<file path="src/verilog/tlc_pkg.sv">
// shared definitions for the tag-lookup cache
// command, status and miss-handler state encodings, plus default widths
`default_nettype none

package tlc_pkg;

  // incoming command codes, code 3 is reserved and answered with an error
  typedef enum logic [1:0] {
    CMD_LOAD  = 2'd0,
    CMD_STORE = 2'd1,
    CMD_INVAL = 2'd2,
    CMD_RSVD  = 2'd3
  } tlc_cmd_e;

  typedef enum logic {
    STAT_OK  = 1'b0,
    STAT_ERR = 1'b1
  } tlc_status_e;

  typedef enum logic [1:0] {
    MS_IDLE  = 2'd0,
    MS_READ  = 2'd1,
    MS_WAIT  = 2'd2,
    MS_WRITE = 2'd3
  } tlc_miss_state_e;

  localparam int ADDR_WIDTH = 12;
  localparam int DATA_WIDTH = 16;
  localparam int ID_WIDTH   = 4;
  localparam int WAYS       = 2;
  localparam int SETS       = 4;
  localparam int CREDITS    = 2;

endpackage

`default_nettype wire

</file>
<file path="src/verilog/tlc_decode.sv">
// request buffer of the cache front end
// circular buffer with request credit return, head entry goes to lookup
`timescale 1ns/1ns
`default_nettype none

module tlc_decode #(
  parameter int addr_width_p = 12,
  parameter int data_width_p = 16,
  parameter int id_width_p   = 4,
  parameter int credits_p    = 2
) (
  input  wire logic                    clk_i,
  input  wire logic                    reset_i,
  input  wire logic                    req_v_i,
  input  tlc_pkg::tlc_cmd_e            req_cmd_i,
  input  wire logic [id_width_p-1:0]   req_id_i,
  input  wire logic [addr_width_p-1:0] req_addr_i,
  input  wire logic [data_width_p-1:0] req_data_i,
  input  wire logic                    lk_ready_i,
  output logic                         req_credit_o,
  output logic                         dec_v_o,
  output tlc_pkg::tlc_cmd_e            dec_cmd_o,
  output logic [id_width_p-1:0]        dec_id_o,
  output logic [addr_width_p-1:0]      dec_addr_o,
  output logic [data_width_p-1:0]      dec_data_o
);

  localparam int ptr_width_lp = (credits_p > 1) ? $clog2(credits_p) : 1;
  localparam int cnt_width_lp = $clog2(credits_p + 1);

  tlc_pkg::tlc_cmd_e         cmd_q  [credits_p];
  logic [id_width_p-1:0]     id_q   [credits_p];
  logic [addr_width_p-1:0]   addr_q [credits_p];
  logic [data_width_p-1:0]   data_q [credits_p];
  logic [ptr_width_lp-1:0]   wr_ptr_r;
  logic [ptr_width_lp-1:0]   rd_ptr_r;
  logic [cnt_width_lp-1:0]   count_r;
  logic                      pop;

  assign dec_v_o    = (count_r != '0);
  assign pop        = dec_v_o & lk_ready_i;
  assign dec_cmd_o  = cmd_q[rd_ptr_r];
  assign dec_id_o   = id_q[rd_ptr_r];
  assign dec_addr_o = addr_q[rd_ptr_r];
  assign dec_data_o = data_q[rd_ptr_r];

  // one slot freed, one credit back to the requester
  assign req_credit_o = pop;

  always_ff @(posedge clk_i) begin
    if (reset_i) begin
      wr_ptr_r <= '0;
      rd_ptr_r <= '0;
      count_r  <= '0;
    end else begin
      if (req_v_i) begin
        wr_ptr_r <= (wr_ptr_r == ptr_width_lp'(credits_p - 1)) ? '0 : wr_ptr_r + 1'b1;
      end
      if (pop) begin
        rd_ptr_r <= (rd_ptr_r == ptr_width_lp'(credits_p - 1)) ? '0 : rd_ptr_r + 1'b1;
      end
      case ({req_v_i, pop})
        2'b10:   count_r <= count_r + 1'b1;
        2'b01:   count_r <= count_r - 1'b1;
        default: count_r <= count_r;
      endcase
    end
  end

  // reserved codes are stored as they come, lookup flags them
  always_ff @(posedge clk_i) begin
    if (req_v_i) begin
      cmd_q[wr_ptr_r]  <= req_cmd_i;
      id_q[wr_ptr_r]   <= req_id_i;
      addr_q[wr_ptr_r] <= req_addr_i;
      data_q[wr_ptr_r] <= req_data_i;
    end
  end

  // a request into a full buffer means the requester overdrew its credits
  assert property (@(posedge clk_i) disable iff (reset_i)
    req_v_i |-> (count_r != cnt_width_lp'(credits_p)));

endmodule

`default_nettype wire

</file>
<file path="src/verilog/tlc_miss_handler.sv">
// miss handler for the tag-lookup stage
// memory read and write sequencing and round-robin victim choice per set
`timescale 1ns/1ns
`default_nettype none

module tlc_miss_handler #(
  parameter int addr_width_p = 12,
  parameter int data_width_p = 16,
  parameter int ways_p       = 2,
  parameter int sets_p       = 4,
  parameter int lg_ways_lp   = (ways_p > 1) ? $clog2(ways_p) : 1,
  parameter int lg_sets_lp   = (sets_p > 1) ? $clog2(sets_p) : 1
) (
  input  wire logic                    clk_i,
  input  wire logic                    reset_i,
  input  wire logic                    miss_v_i,
  input  wire logic                    miss_we_i,
  input  wire logic [addr_width_p-1:0] miss_addr_i,
  input  wire logic [data_width_p-1:0] miss_data_i,
  input  wire logic [lg_sets_lp-1:0]   miss_index_i,
  input  wire logic                    mem_req_ready_i,
  input  wire logic                    mem_resp_v_i,
  input  wire logic [data_width_p-1:0] mem_resp_data_i,
  output logic                         miss_done_o,
  output logic                         fill_v_o,
  output logic [lg_ways_lp-1:0]        fill_way_o,
  output logic [data_width_p-1:0]      fill_data_o,
  output logic                         mem_req_v_o,
  output logic                         mem_req_we_o,
  output logic [addr_width_p-1:0]      mem_req_addr_o,
  output logic [data_width_p-1:0]      mem_req_data_o
);

  tlc_pkg::tlc_miss_state_e state_r;
  tlc_pkg::tlc_miss_state_e state_n;
  logic [lg_ways_lp-1:0]    rr_r [sets_p];

  // the lookup stage holds the miss fields steady until miss_done
  assign mem_req_v_o    = (state_r == tlc_pkg::MS_READ) | (state_r == tlc_pkg::MS_WRITE);
  assign mem_req_we_o   = (state_r == tlc_pkg::MS_WRITE);
  assign mem_req_addr_o = miss_addr_i;
  assign mem_req_data_o = miss_data_i;

  assign fill_v_o    = (state_r == tlc_pkg::MS_WAIT) & mem_resp_v_i;
  assign fill_way_o  = rr_r[miss_index_i];
  assign fill_data_o = mem_resp_data_i;
  assign miss_done_o = fill_v_o | ((state_r == tlc_pkg::MS_WRITE) & mem_req_ready_i);

  always_comb begin
    state_n = state_r;
    case (state_r)
      tlc_pkg::MS_IDLE: begin
        if (miss_v_i) begin
          state_n = miss_we_i ? tlc_pkg::MS_WRITE : tlc_pkg::MS_READ;
        end
      end
      tlc_pkg::MS_READ:  if (mem_req_ready_i) state_n = tlc_pkg::MS_WAIT;
      tlc_pkg::MS_WAIT:  if (mem_resp_v_i) state_n = tlc_pkg::MS_IDLE;
      tlc_pkg::MS_WRITE: if (mem_req_ready_i) state_n = tlc_pkg::MS_IDLE;
      default:           state_n = tlc_pkg::MS_IDLE;
    endcase
  end

  always_ff @(posedge clk_i) begin
    if (reset_i) begin
      state_r <= tlc_pkg::MS_IDLE;
      for (int s = 0; s < sets_p; s++) begin
        rr_r[s] <= '0;
      end
    end else begin
      state_r <= state_n;
      // the pointer moves past the way that was just filled
      if (fill_v_o) begin
        rr_r[miss_index_i] <= (fill_way_o == lg_ways_lp'(ways_p - 1)) ? '0 : fill_way_o + 1'b1;
      end
    end
  end

endmodule

`default_nettype wire

</file>
<file path="src/verilog/tlc_result.sv">
// result stage of the cache
// one-entry response register and the response credit counter
`timescale 1ns/1ns
`default_nettype none

module tlc_result #(
  parameter int data_width_p = 16,
  parameter int id_width_p   = 4,
  parameter int credits_p    = 2
) (
  input  wire logic                    clk_i,
  input  wire logic                    reset_i,
  input  wire logic                    res_v_i,
  input  wire logic [id_width_p-1:0]   res_id_i,
  input  wire logic [data_width_p-1:0] res_data_i,
  input  wire logic                    res_hit_i,
  input  tlc_pkg::tlc_status_e         res_status_i,
  input  wire logic                    resp_credit_i,
  output logic                         res_ready_o,
  output logic                         resp_v_o,
  output logic [id_width_p-1:0]        resp_id_o,
  output logic [data_width_p-1:0]      resp_data_o,
  output logic                         resp_hit_o,
  output tlc_pkg::tlc_status_e         resp_status_o
);

  localparam int cnt_width_lp = $clog2(credits_p + 1);

  logic                    full_r;
  logic [cnt_width_lp-1:0] credit_r;

  // the held response leaves as soon as a response slot is free
  assign resp_v_o = full_r & (credit_r != '0);

  // the register also counts as free in the cycle its response goes out
  assign res_ready_o = ~full_r | resp_v_o;

  always_ff @(posedge clk_i) begin
    if (reset_i) begin
      full_r   <= 1'b0;
      credit_r <= cnt_width_lp'(credits_p);
    end else begin
      full_r   <= res_v_i | (full_r & ~resp_v_o);
      credit_r <= credit_r + cnt_width_lp'(resp_credit_i) - cnt_width_lp'(resp_v_o);
    end
  end

  always_ff @(posedge clk_i) begin
    if (res_v_i) begin
      resp_id_o     <= res_id_i;
      resp_data_o   <= res_data_i;
      resp_hit_o    <= res_hit_i;
      resp_status_o <= res_status_i;
    end
  end

  assert property (@(posedge clk_i) disable iff (reset_i)
    credit_r <= cnt_width_lp'(credits_p));

endmodule

`default_nettype wire

</file>
<file path="src/verilog/tlc_tag_lookup.sv">
// tag-lookup stage with the tag, valid and data stores
// hit detection, stall control, store hit update and set invalidate
`timescale 1ns/1ns
`default_nettype none

module tlc_tag_lookup #(
  parameter int addr_width_p = 12,
  parameter int data_width_p = 16,
  parameter int id_width_p   = 4,
  parameter int ways_p       = 2,
  parameter int sets_p       = 4
) (
  input  wire logic                    clk_i,
  input  wire logic                    reset_i,
  input  wire logic                    dec_v_i,
  input  tlc_pkg::tlc_cmd_e            dec_cmd_i,
  input  wire logic [id_width_p-1:0]   dec_id_i,
  input  wire logic [addr_width_p-1:0] dec_addr_i,
  input  wire logic [data_width_p-1:0] dec_data_i,
  input  wire logic                    res_ready_i,
  input  wire logic                    mem_req_ready_i,
  input  wire logic                    mem_resp_v_i,
  input  wire logic [data_width_p-1:0] mem_resp_data_i,
  output logic                         lk_ready_o,
  output logic                         mem_req_v_o,
  output logic                         mem_req_we_o,
  output logic [addr_width_p-1:0]      mem_req_addr_o,
  output logic [data_width_p-1:0]      mem_req_data_o,
  output logic                         res_v_o,
  output logic [id_width_p-1:0]        res_id_o,
  output logic [data_width_p-1:0]      res_data_o,
  output logic                         res_hit_o,
  output tlc_pkg::tlc_status_e         res_status_o
);

  localparam int lg_sets_lp   = (sets_p > 1) ? $clog2(sets_p) : 1;
  localparam int lg_ways_lp   = (ways_p > 1) ? $clog2(ways_p) : 1;
  localparam int tag_width_lp = addr_width_p - lg_sets_lp;

  logic [ways_p-1:0]       valid_mem [sets_p];
  logic [tag_width_lp-1:0] tag_mem   [sets_p][ways_p];
  logic [data_width_p-1:0] data_mem  [sets_p][ways_p];

  // the entry being looked up
  logic                    v_r;
  tlc_pkg::tlc_cmd_e       cmd_r;
  logic [id_width_p-1:0]   id_r;
  logic [addr_width_p-1:0] addr_r;
  logic [data_width_p-1:0] wdata_r;
  logic                    mem_done_r;

  logic [lg_sets_lp-1:0]   index;
  logic [tag_width_lp-1:0] tag;
  logic [ways_p-1:0]       hit_vec;
  logic                    hit;
  logic [lg_ways_lp-1:0]   hit_way;
  logic                    is_load;
  logic                    is_store;
  logic                    need_mem;
  logic                    mem_ok;
  logic                    miss_v;
  logic                    miss_done;
  logic                    fill_v;
  logic [lg_ways_lp-1:0]   fill_way;
  logic [data_width_p-1:0] fill_data;

  assign index    = addr_r[lg_sets_lp-1:0];
  assign tag      = addr_r[addr_width_p-1:lg_sets_lp];
  assign is_load  = (cmd_r == tlc_pkg::CMD_LOAD);
  assign is_store = (cmd_r == tlc_pkg::CMD_STORE);

  // scanning from the top down leaves the lowest matching way in hit_way
  always_comb begin
    hit     = 1'b0;
    hit_way = '0;
    for (int w = ways_p - 1; w >= 0; w--) begin
      hit_vec[w] = valid_mem[index][w] & (tag_mem[index][w] == tag);
      if (hit_vec[w]) begin
        hit     = 1'b1;
        hit_way = lg_ways_lp'(w);
      end
    end
  end

  // stores always go to memory, loads only on a miss
  assign need_mem = is_store | (is_load & ~hit);
  assign miss_v   = v_r & need_mem & ~mem_done_r;
  assign mem_ok   = ~need_mem | mem_done_r | miss_done;

  assign res_v_o    = v_r & mem_ok & res_ready_i;
  assign lk_ready_o = dec_v_i & (~v_r | res_v_o);
  assign res_id_o   = id_r;

  assign res_status_o = (cmd_r == tlc_pkg::CMD_RSVD) ? tlc_pkg::STAT_ERR : tlc_pkg::STAT_OK;

  // after a fill the load hits on its own data, so the miss is remembered
  assign res_hit_o = hit & (is_store | (is_load & ~mem_done_r));

  always_comb begin
    case (cmd_r)
      tlc_pkg::CMD_LOAD:  res_data_o = miss_done ? fill_data : data_mem[index][hit_way];
      tlc_pkg::CMD_STORE: res_data_o = wdata_r;
      default:            res_data_o = '0;
    endcase
  end

  always_ff @(posedge clk_i) begin
    if (reset_i) begin
      v_r        <= 1'b0;
      mem_done_r <= 1'b0;
      for (int s = 0; s < sets_p; s++) begin
        valid_mem[s] <= '0;
      end
    end else begin
      v_r        <= lk_ready_o | (v_r & ~res_v_o);
      mem_done_r <= ~res_v_o & (mem_done_r | miss_done);
      if (fill_v) begin
        valid_mem[index][fill_way] <= 1'b1;
      end
      if (res_v_o && cmd_r == tlc_pkg::CMD_INVAL) begin
        valid_mem[index] <= '0;
      end
    end
  end

  always_ff @(posedge clk_i) begin
    if (lk_ready_o) begin
      cmd_r   <= dec_cmd_i;
      id_r    <= dec_id_i;
      addr_r  <= dec_addr_i;
      wdata_r <= dec_data_i;
    end
    if (fill_v) begin
      tag_mem[index][fill_way]  <= tag;
      data_mem[index][fill_way] <= fill_data;
    end
    if (res_v_o & is_store & hit) begin
      data_mem[index][hit_way] <= wdata_r;
    end
  end

  tlc_miss_handler #(
    .addr_width_p(addr_width_p),
    .data_width_p(data_width_p),
    .ways_p      (ways_p),
    .sets_p      (sets_p)
  ) u_miss_handler (
    .clk_i          (clk_i),
    .reset_i        (reset_i),
    .miss_v_i       (miss_v),
    .miss_we_i      (is_store),
    .miss_addr_i    (addr_r),
    .miss_data_i    (wdata_r),
    .miss_index_i   (index),
    .mem_req_ready_i(mem_req_ready_i),
    .mem_resp_v_i   (mem_resp_v_i),
    .mem_resp_data_i(mem_resp_data_i),
    .miss_done_o    (miss_done),
    .fill_v_o       (fill_v),
    .fill_way_o     (fill_way),
    .fill_data_o    (fill_data),
    .mem_req_v_o    (mem_req_v_o),
    .mem_req_we_o   (mem_req_we_o),
    .mem_req_addr_o (mem_req_addr_o),
    .mem_req_data_o (mem_req_data_o)
  );

  // a new entry only enters once the handler has gone back to idle
  assert property (@(posedge clk_i) disable iff (reset_i)
    lk_ready_o |=> (u_miss_handler.state_r == tlc_pkg::MS_IDLE));

  // fills only go in on a miss, so a tag can never sit in two ways
  assert property (@(posedge clk_i) disable iff (reset_i)
    v_r |-> $onehot0(hit_vec));

endmodule

`default_nettype wire

</file>
<file path="src/verilog/tlc_top.sv">
// top level of the tag-lookup cache
// decode, lookup and result stages wired to the requester and memory ports
`timescale 1ns/1ns
`default_nettype none

module tlc_top #(
  parameter int addr_width_p = tlc_pkg::ADDR_WIDTH,
  parameter int data_width_p = tlc_pkg::DATA_WIDTH,
  parameter int id_width_p   = tlc_pkg::ID_WIDTH,
  parameter int ways_p       = tlc_pkg::WAYS,
  parameter int sets_p       = tlc_pkg::SETS,
  parameter int credits_p    = tlc_pkg::CREDITS
) (
  input  wire logic                    clk_i,
  input  wire logic                    reset_i,
  input  wire logic                    req_v_i,
  input  tlc_pkg::tlc_cmd_e            req_cmd_i,
  input  wire logic [id_width_p-1:0]   req_id_i,
  input  wire logic [addr_width_p-1:0] req_addr_i,
  input  wire logic [data_width_p-1:0] req_data_i,
  output logic                         req_credit_o,
  output logic                         resp_v_o,
  output logic [id_width_p-1:0]        resp_id_o,
  output logic [data_width_p-1:0]      resp_data_o,
  output logic                         resp_hit_o,
  output tlc_pkg::tlc_status_e         resp_status_o,
  input  wire logic                    resp_credit_i,
  output logic                         mem_req_v_o,
  output logic                         mem_req_we_o,
  output logic [addr_width_p-1:0]      mem_req_addr_o,
  output logic [data_width_p-1:0]      mem_req_data_o,
  input  wire logic                    mem_req_ready_i,
  input  wire logic                    mem_resp_v_i,
  input  wire logic [data_width_p-1:0] mem_resp_data_i
);

  logic                    dec_v;
  tlc_pkg::tlc_cmd_e       dec_cmd;
  logic [id_width_p-1:0]   dec_id;
  logic [addr_width_p-1:0] dec_addr;
  logic [data_width_p-1:0] dec_data;
  logic                    lk_ready;
  logic                    res_v;
  logic                    res_ready;
  logic [id_width_p-1:0]   res_id;
  logic [data_width_p-1:0] res_data;
  logic                    res_hit;
  tlc_pkg::tlc_status_e    res_status;

  tlc_decode #(
    .addr_width_p(addr_width_p),
    .data_width_p(data_width_p),
    .id_width_p  (id_width_p),
    .credits_p   (credits_p)
  ) u_decode (
    .clk_i       (clk_i),
    .reset_i     (reset_i),
    .req_v_i     (req_v_i),
    .req_cmd_i   (req_cmd_i),
    .req_id_i    (req_id_i),
    .req_addr_i  (req_addr_i),
    .req_data_i  (req_data_i),
    .lk_ready_i  (lk_ready),
    .req_credit_o(req_credit_o),
    .dec_v_o     (dec_v),
    .dec_cmd_o   (dec_cmd),
    .dec_id_o    (dec_id),
    .dec_addr_o  (dec_addr),
    .dec_data_o  (dec_data)
  );

  tlc_tag_lookup #(
    .addr_width_p(addr_width_p),
    .data_width_p(data_width_p),
    .id_width_p  (id_width_p),
    .ways_p      (ways_p),
    .sets_p      (sets_p)
  ) u_tag_lookup (
    .clk_i          (clk_i),
    .reset_i        (reset_i),
    .dec_v_i        (dec_v),
    .dec_cmd_i      (dec_cmd),
    .dec_id_i       (dec_id),
    .dec_addr_i     (dec_addr),
    .dec_data_i     (dec_data),
    .res_ready_i    (res_ready),
    .mem_req_ready_i(mem_req_ready_i),
    .mem_resp_v_i   (mem_resp_v_i),
    .mem_resp_data_i(mem_resp_data_i),
    .lk_ready_o     (lk_ready),
    .mem_req_v_o    (mem_req_v_o),
    .mem_req_we_o   (mem_req_we_o),
    .mem_req_addr_o (mem_req_addr_o),
    .mem_req_data_o (mem_req_data_o),
    .res_v_o        (res_v),
    .res_id_o       (res_id),
    .res_data_o     (res_data),
    .res_hit_o      (res_hit),
    .res_status_o   (res_status)
  );

  tlc_result #(
    .data_width_p(data_width_p),
    .id_width_p  (id_width_p),
    .credits_p   (credits_p)
  ) u_result (
    .clk_i        (clk_i),
    .reset_i      (reset_i),
    .res_v_i      (res_v),
    .res_id_i     (res_id),
    .res_data_i   (res_data),
    .res_hit_i    (res_hit),
    .res_status_i (res_status),
    .resp_credit_i(resp_credit_i),
    .res_ready_o  (res_ready),
    .resp_v_o     (resp_v_o),
    .resp_id_o    (resp_id_o),
    .resp_data_o  (resp_data_o),
    .resp_hit_o   (resp_hit_o),
    .resp_status_o(resp_status_o)
  );

endmodule

`default_nettype wire
</file>
<file path="config.mk">
export PLATFORM = sky130hd
export DESIGN_NAME = tlc_top
export DESIGN_NICKNAME = d
export VERILOG_FILES = /design/src/verilog/tlc_pkg.sv /design/src/verilog/tlc_decode.sv /design/src/verilog/tlc_miss_handler.sv /design/src/verilog/tlc_result.sv /design/src/verilog/tlc_tag_lookup.sv /design/src/verilog/tlc_top.sv
export SDC_FILE = /design/constraint.sdc
export NUM_CORES = 1
export LEC_CHECK = 0
export BUFFER_PORTS_ARGS = -buffer_cell sky130_fd_sc_hd__buf_2
export CORE_ASPECT_RATIO = 0.75
export CORE_UTILIZATION = 23
export CTS_BUF_LIST = sky130_fd_sc_hd__clkbuf_4 sky130_fd_sc_hd__clkbuf_8
export CTS_CLUSTER_SIZE = 40
export DETAILED_ROUTE_END_ITERATION = 8
export PLACE_DENSITY = 0.44
export SETUP_SLACK_MARGIN = 0.05
export SYNTH_ARGS = -nofsm -noshare
export SYNTH_HDL_FRONTEND = slang
export SYNTH_SLANG_ARGS = --single-unit
</file>
<file path="constraint.sdc">
create_clock -name clk_i -period 6.5 [get_ports clk_i]
set_input_delay 0.65 -clock clk_i [delete_from_list [all_inputs] [get_ports clk_i]]
set_output_delay 0.65 -clock clk_i [all_outputs]
set_load 0.01 [all_outputs]
</file>
==> results of run 1 <==
cells in the final DEF, fill, tap and decap left out, types with 5 or more instances in the layout:
| cell | n |
|---|---|
| sky130_fd_sc_hd__mux4_2 | 41 |
| sky130_fd_sc_hd__clkinv_2 | 13 |
| sky130_fd_sc_hd__nand2b_1 | 6 |
| sky130_fd_sc_hd__mux2_2 | 67 |
| sky130_fd_sc_hd__o31ai_1 | 16 |
| sky130_fd_sc_hd__nor3_1 | 26 |
| sky130_fd_sc_hd__xnor2_1 | 28 |
| sky130_fd_sc_hd__nor2_1 | 28 |
| sky130_fd_sc_hd__nor2b_1 | 6 |
| sky130_fd_sc_hd__nor3b_1 | 15 |
| sky130_fd_sc_hd__o21ai_0 | 28 |
| sky130_fd_sc_hd__buf_2 | 109 |
| sky130_fd_sc_hd__clkbuf_8 | 60 |
| sky130_fd_sc_hd__a21oi_1 | 9 |
| sky130_fd_sc_hd__clkbuf_4 | 13 |
| sky130_fd_sc_hd__nand2_1 | 37 |
| sky130_fd_sc_hd__inv_1 | 11 |
| sky130_fd_sc_hd__xor2_1 | 5 |
| sky130_fd_sc_hd__mux2i_1 | 24 |
| sky130_fd_sc_hd__clkinv_1 | 17 |
| sky130_fd_sc_hd__edfxtp_1 | 344 |
| sky130_fd_sc_hd__dfxtp_1 | 10 |
| sky130_fd_sc_hd__buf_4 | 27 |
Yosys cell counts, drive strengths merged (3+ instances only):
| cell | count |
|---|---|
| nor3b | 15 |
| xor2 | 5 |
| nor2 | 30 |
| nand2 | 37 |
| o31ai | 16 |
| a211oi | 4 |
| nand4 | 3 |
| a21oi | 12 |
| nor4 | 3 |
| o21ai | 28 |
| mux2 | 69 |
| nand3 | 3 |
| dfxtp | 11 |
| a31oi | 3 |
| inv | 11 |
| and2 | 5 |
| and3 | 4 |
| nor2b | 6 |
| or4 | 4 |
| nand2b | 6 |
| edfxtp | 344 |
| xnor2 | 28 |
| clkbuf | 32 |
| mux4 | 41 |
| buf | 15 |
| mux2i | 24 |
| nor3 | 27 |
| ha | 3 |
state kept, by name, summed over array words and instances (netlist names), 8 cells and up:
register	count
u_decode.data_q	32
u_tag_lookup.valid_mem	8
u_tag_lookup.addr_r	12
u_decode.id_q	8
u_decode.addr_q	24
u_result.resp_data_o	16
u_tag_lookup.tag_mem	80
u_tag_lookup.data_mem	128
u_tag_lookup.wdata_r	16
logic make-up (layout without fill, tap and decap cells):
logic type                 count (synthesis)  in the layout  synth area share, %
AOI/OAI and AO/OA                         74             74                3.244
xor gates and xnor gates                  33             33                2.020
adders and majority gates                  3              3               0.2623
buffers and inverters                     58            256                1.923
DFF                                      355            355                73.72
muxes                                    134            134                13.61
other                                      0              1                    0
and+or+nand+nor                          147            147                5.219
power by group through the flow:
stage | registers (mW) | logic, mW | clock network [mW]
after floorplan | 3.17 | 1.12 | 0
after global placement | 3.36 | 1.68 | 0
after detailed placement | 3.36 | 1.68 | 0
after CTS | 3.32 | 1.69 | 2.06
after global routing | 3.36 | 1.80 | 2.15
final | 3.31 | 1.65 | 1.99
worst reg2reg max path, cell delays in order (launching register included):
cell	delay (ps)
sky130_fd_sc_hd__edfxtp_1	1030
sky130_fd_sc_hd__mux2i_1	360
sky130_fd_sc_hd__o22ai_1	120
sky130_fd_sc_hd__a211oi_1	300
sky130_fd_sc_hd__a31oi_1	130
sky130_fd_sc_hd__or4_4	600
sky130_fd_sc_hd__nand2b_1	170
sky130_fd_sc_hd__buf_4	250
sky130_fd_sc_hd__or4_4	780
sky130_fd_sc_hd__a21oi_2	210
sky130_fd_sc_hd__buf_4	300
final timing paths:
check / start / cells past startpoint / endpoint / slack (ps)
worst max-delay path: u_tag_lookup.addr_r[1] / 9 / req_credit_o / 1810
worst min-delay path: req_id_i[0] / 1 / u_decode.id_q[1][0] / 190
worst max register to register: u_tag_lookup.addr_r[1] / 10 / u_tag_lookup.data_mem[1][15] / 1930
worst min register to register: u_tag_lookup.res_id_o[0] / 0 / u_result.resp_id_o[0] / 430
layer usage:
metal | vias to the layer above | track usage (%) | routed length [um]
met4 | 2 | 4.681 | 930
met2 | 199 | 16.63 | 15690
met5 | - | 0 | 8
met1 | 3922 | 15.46 | 16800
met3 | 49 | 2.446 | 2000
li1 | 3475 | - | -
metrics by stage:
stage,std cells,worst slack [ps],util (%)
finish,1803,1807,27.95
global route,1802,1540,27.95
CTS,1802,1651,27.95
detailed placement,1693,1881,26.00
global placement,1693,1980,26.00
floorplan,804,2079,-
area by class of cell:
cell class,instances,area [sq um],area share [%]
diodes,1,2.502,0.01468
multi-input cells,391,3518,20.63
repair buffers,136,748.2,4.388
clock buffers,73,923.4,5.415
well taps,800,1001,5.870
clock inverters,36,265.3,1.556
inverters,11,41.29,0.2421
flip-flops and latches,355,10550,61.88
==> reports/qor.txt, run 1 <==
CRITICAL PATH
--------------------------------------------------------------------------------------
Largest incremental delay on the critical path                                 1030 ps
Maximum fanout along the worst path                                                 17
Required time reported for the critical path endpoint                          5850 ps
Crit path cell chain                                                      buf_4 -> mux2i_1 -> nor2_1 -> a2111oi_0 -> a21oi_1 -> a2111o_1 -> nand2_1 -> a211o_2 -> buf_2
Startpoint class of the critical path                                        flip-flop
Type of the setup path with the least slack                               flip-flop to output pin
Library cell contributing the largest single delay on the critical path   sky130_fd_sc_hd__edfxtp_1
Bufs and invs on worst path                                                          2
Top cell family by delay on the critical path                             compound AO/OA/AOI/OAI gates
Data arrival time at the worst-slack endpoint                                  4040 ps
Endpoint type of the worst setup path                                       output pin

GRT
--------------------------------------------------------------------------------------
Overall global routing resource usage                                           11.10%
Vias in the first global route                                                    7803
Initial antenna violation count                                                      2
Largest net degree at the start of global routing                                   37
Total grt overflow                                                                   0
Wire length of the first global-routing pass                                  51.67 mm

RUN
--------------------------------------------------------------------------------------
Max Cap Viol                                                                         0

STA
--------------------------------------------------------------------------------------
Final-layout setup total negative slack                                           0 ps
Minimum clock period after layout                                              4693 ps
Worst clock skew on the final layout                                          27.08 ps
RSZ-0062 raised after global routing                                             false
Worst slack on hold paths                                                     191.7 ps
Crit share post-route                                                           72.20%
Hold Violations, Final                                                               0
Number of failing setup endpoints in the final timing report                         0
Max Fclk                                                                     213.1 MHz
Max-slew headroom at the worst pin                                              23.78%
Final Slew Violations                                                                0
Worst-margin pin slew                                                          1139 ps

FINAL LAYOUT
--------------------------------------------------------------------------------------
Nets                                                                              1013
Fillers                                                                           6120
Area growth, synth to finish                                                    19.15%
Layout cells sized above 1                                                      35.13%
Final design area excluding fillers                                        17050 sq um

PLACEMENT
--------------------------------------------------------------------------------------
HPWL after DPL                                                                22.37 mm
Placed cell area                                                           15860 sq um
Routability congestion estimate                                                 0.7285
Count of input and output buffers                                                  109

ROUTING
--------------------------------------------------------------------------------------
Wirelength, routed                                                            35.43 mm
Via count of the routed design                                                    7647
Initial DRC count                                                                  454
DRC errors left                                                                      0
Number of vias per cell after detailed routing                                   4.241
Routed wire length per instance                                               19.65 um
TritonRoute pass-1 iters                                                             7
Routed Antenna Nets                                                                  0

CTS
--------------------------------------------------------------------------------------
Buffer cell driving the clock tree root                                   sky130_fd_sc_hd__clkbuf_8
Post_cts resized                                                                     0
H-tree level count                                                                   2
Clock Sinks                                                                        355
Post-CTS setup buffers                                                               0
Insertion delay to the later sink of the worst-skew pair                        650 ps
Maximum root-to-sink buffer count                                                    3
CTS tree                                                                          done
Clock buffer count from CTS                                                         59
Clk slew on worst S/H paths                                                      60 ps
Post-CTS Hold Fix Bufs                                                               0

LOGIC SYNTHESIS
--------------------------------------------------------------------------------------
Count of warnings emitted by yosys                                                   0
Mapped cell area                                                           14310 sq um
Mapped Avg Cell Area                                                       17.80 sq um
Distinct cell type count after synthesis                                            45
Post-synthesis cell count                                                          804
Area share of the largest cell type after synthesis                             72.18%
Largest cells by area after synthesis                                     sky130_fd_sc_hd__edfxtp_1, sky130_fd_sc_hd__mux4_2, sky130_fd_sc_hd__mux2_2
Sequential element share of the synthesized area                                73.72%
Dominant synthesized flop cell                                            sky130_fd_sc_hd__edfxtp_1
EDFF count, synth                                                                  344
Synth Register Bits                                                                355
Post-Syn Nets                                                                      863
Cell taking the most area after synthesis                                 sky130_fd_sc_hd__edfxtp_1
Async set-reset flop share out of synthesis                                         0%

FLOORPLANNING
--------------------------------------------------------------------------------------
Effective utilization at floorplan                                              23.46%
Top Ports                                                                          110
Placeable core region                                                      61000 sq um
Full die area                                                              63230 sq um
Std cell rows                                                                       78
Die span in x                                                                 290.0 um
Chip Height                                                                   218.0 um

PWR
--------------------------------------------------------------------------------------
Total power                                                                   6.949 mW
Power density normalized to cell area                                     407.5 nW/um^2
Cell-internal power                                                           4.727 mW
Proportion of power drawn by the clock network                                   28.7%
Sw Share                                                                        31.98%
Combinational power share                                                        23.7%
Net switching power figure                                                    2.222 mW
Peak ir drop on the vdd network                                              0.1674 mV
Static Leak                                                                   5.660 nW
Sequential power share                                                           47.6%

RUN STATUS
--------------------------------------------------------------------------------------
Run status                                                                   completed

WORST HOLD PATH
--------------------------------------------------------------------------------------
Hold WC Path Type                                                         input pin to flip-flop

Note: power is estimated with default switching activity, not from simulation.
==> run 2: changes to the inputs <==
- clock period: 6.5 -> 4.35 ns (I/O delays scaled with it)
==> reports/qor.txt, run 2 (synthesis gave the netlist of run 1 again) <==
FINAL LAYOUT
------------------------------------------------------------------------------
Nets                                                                      1059   was 1013
Number of standard cells in the layout, taps in and fillers out           1846   was 1803
Largest registers ranked by flip-flop count                       u_tag_lookup.data_mem x128, u_tag_lookup.tag_mem x80, u_decode.data_q x32   unchanged
Register with the most flip-flops                                 u_tag_lookup.data_mem   unchanged
Area growth, synth to finish                                            22.15%   was 19.15%
Layout cells sized above 1                                              34.83%   was 35.13%
Number of flip-flops under the largest register name                       128   unchanged
Most common cell after layout, fill and taps aside                sky130_fd_sc_hd__edfxtp_1   unchanged
Commonest cells after routing, fill and taps aside                sky130_fd_sc_hd__edfxtp_1, sky130_fd_sc_hd__buf_2, sky130_fd_sc_hd__mux2_2   unchanged

PWR
------------------------------------------------------------------------------
Peak ir drop on the vdd network                                      0.2402 mV   was 0.1674 mV
Static Leak                                                           5.835 nW   was 5.660 nW
Power density normalized to cell area                             591.9 nW/um^2   was 407.5 nW/um^2

STA
------------------------------------------------------------------------------
RSZ-0062 raised after global routing                                     false   unchanged
Final Slew Violations                                                        0   unchanged
Number of failing setup endpoints in the final timing report                 0   unchanged
Crit share post-route                                                   88.32%
Worst clock skew on the final layout                                  22.70 ps   was 27.08 ps
Hold Violations, Final                                                       0   unchanged
Max-slew headroom at the worst pin                                      30.33%   was 23.78%
Final-layout setup total negative slack                                   0 ps   unchanged
Worst-margin pin slew                                                  1044 ps   was 1139 ps
Max Fclk                                                             260.3 MHz
Minimum clock period after layout                                      3842 ps

CTS
------------------------------------------------------------------------------
Maximum root-to-sink buffer count                                            3   unchanged
Buffer cell driving the clock tree root                           sky130_fd_sc_hd__clkbuf_8   unchanged
Clk slew on worst S/H paths                                              60 ps   about the same
Clock buffer count from CTS                                                 60   was 59
Clock Sinks                                                                355   unchanged
CTS tree                                                                  done   unchanged
Insertion delay to the later sink of the worst-skew pair                640 ps   was 650 ps
H-tree level count                                                           2   unchanged
Post_cts resized                                                             0   unchanged

GRT
------------------------------------------------------------------------------
Overall global routing resource usage                                   11.40%   was 11.10%
Initial antenna violation count                                              4   was 2
Largest net degree at the start of global routing                           37   unchanged
Wire length of the first global-routing pass                          53.28 mm   was 51.67 mm
Vias in the first global route                                            7973   was 7803
Total grt overflow                                                           0   unchanged

FLOORPLANNING
------------------------------------------------------------------------------
Std cell rows                                                               78   unchanged
Placeable core region                                              61000 sq um   unchanged
Chip Height                                                           218.0 um   unchanged
Die span in x                                                         290.0 um   unchanged
Top Ports                                                                  110   unchanged
Effective utilization at floorplan                                      23.46%   unchanged
Full die area                                                      63230 sq um   unchanged

ROUTING
------------------------------------------------------------------------------
Metal2 WL                                                             16.30 mm   was 15.69 mm
Initial DRC count                                                          527   was 454
Routed Antenna Nets                                                          0   unchanged
M1 WL                                                                 17.58 mm   was 16.80 mm
DRC errors left                                                              0   unchanged
TritonRoute pass-1 iters                                                     4   was 7
Wirelength, routed                                                    36.10 mm   was 35.43 mm
Via count of the routed design                                            7799   was 7647
Highest Signal Layer                                                      met5   unchanged
Met3 WL                                                               1.545 mm   was 2.000 mm
Routed wire length per instance                                       19.55 um   was 19.65 um
Number of vias per cell after detailed routing                           4.225   was 4.241

PLACEMENT
------------------------------------------------------------------------------
Cell total after placement                                                1704   was 1693
HPWL after DPL                                                        23.19 mm   was 22.37 mm
Count of input and output buffers                                          109   unchanged
Routability congestion estimate                                         0.7617   was 0.7285

CRITICAL PATH
------------------------------------------------------------------------------
Endpoint type of the worst setup path                               output pin   unchanged
Maximum fanout along the worst path                                         25   was 17
Slack of the worst reg-to-reg path                                      540 ps   was 1930 ps
Type of the setup path with the least slack                       flip-flop to output pin   unchanged
Startpoint class of the critical path                                flip-flop   unchanged
Data arrival time at the worst-slack endpoint                          3410 ps   was 4040 ps
Required time reported for the critical path endpoint                  3910 ps   was 5850 ps

WORST HOLD PATH
------------------------------------------------------------------------------
Hold WC Path Type                                                 input pin to flip-flop   unchanged

RUN STATUS
------------------------------------------------------------------------------
Run status                                                           completed   unchanged

RUN
------------------------------------------------------------------------------
Max Cap Viol                                                                 0   unchanged

==> run 2: cell count changes in the layout (fill, tap and decap cells not counted), moves of 2 or more <==
cell	previous run	this run
sky130_fd_sc_hd__buf_4	27	34
sky130_fd_sc_hd__clkinv_1	17	15
sky130_fd_sc_hd__clkinv_2	13	3
sky130_fd_sc_hd__clkbuf_4	13	24
sky130_fd_sc_hd__buf_12	0	4
sky130_fd_sc_hd__dlygate4sd3_1	0	34
sky130_fd_sc_hd__bufinv_16	4	1
sky130_fd_sc_hd__clkinvlp_4	1	3
==> run 2: layer usage <==
| metal | GRT usage (%) | vias to the layer above |
|---|---|---|
| li1 | - | 3564 |
| met1 | 15.93 | 3995 |
| met2 | 17.76 | 183 |
| met3 | 2.456 | 55 |
| met4 | 3.280 | 2 |
| met5 | 0 | - |
==> run 2: worst paths after layout <==
kind                                 start                           end  depth (start not counted)
hold reg to reg   u_tag_lookup.res_id_o[0]         u_result.resp_id_o[0]                          0
setup reg to reg    u_tag_lookup.addr_r[1]  u_tag_lookup.data_mem[3][30]                         10
setup / recovery    u_tag_lookup.addr_r[1]                  req_credit_o                          9
hold / removal                     req_v_i             u_decode.wr_ptr_r                          3
==> run 2: stage by stage <==
| stage | util, % | total power [mW] | hold slack [ps] | cell area [sq um] | setup slack [ps] |
|---|---|---|---|---|---|
| 2_1_floorplan | - | 6.421 | 400.3 | 14320 | 335.1 |
| 3_3_place_gp | 26.22 | 7.578 | 401.9 | 16000 | 457.6 |
| 3_5_place_dp | 26.22 | 7.568 | 407.2 | 16000 | 526.2 |
| 4_1_cts | 28.66 | 10.52 | 41.64 | 17480 | 399.8 |
| 5_1_grt | 28.66 | 10.88 | 81.68 | 17480 | 309.2 |
| 6_report | 28.66 | 10.35 | 97.73 | 17480 | 508.2 |
==> run 2: worst max-delay path, cell delays in order (launching register included) <==
cell                        delay [ps]
sky130_fd_sc_hd__edfxtp_1          480
sky130_fd_sc_hd__buf_4             310
sky130_fd_sc_hd__buf_4             380
sky130_fd_sc_hd__mux2i_1           130
sky130_fd_sc_hd__a2111oi_0         380
sky130_fd_sc_hd__a21oi_1            70
sky130_fd_sc_hd__a2111o_1          510
sky130_fd_sc_hd__nand2_1           130
sky130_fd_sc_hd__a211o_2           210
sky130_fd_sc_hd__buf_2             150
==> run 2: repair_timing <==
| item | 4_1_cts | 5_1_grt |
|---|---|---|
| setup buffers | 0 | 0 |
| hold buffers | 34 | 0 |
| endpoints found under the hold margin | 68 | 0 |
==> run 2: layout make-up <==
class / count / area [sq um]
Multi-Input combinational cell: 391 / 3521
Tap cell: 800 / 1001
Timing Repair Buffer: 181 / 1221
Clock buffer: 85 / 1020
Fill cell: 6046 / 43510
Sequential cell: 355 / 10550
Inverter: 11 / 41.29
Clock inverter: 22 / 123.9
Antenna cell: 1 / 2.502
==> run 2: where the power goes <==
part / total (mW) / leakage, nW / switching, mW / internal (mW)
sequential: 4.87 / 3.25 / 0.505 / 4.36
clock: 2.87 / 0.599 / 1.32 / 1.55
combinational: 2.61 / 1.98 / 1.47 / 1.13
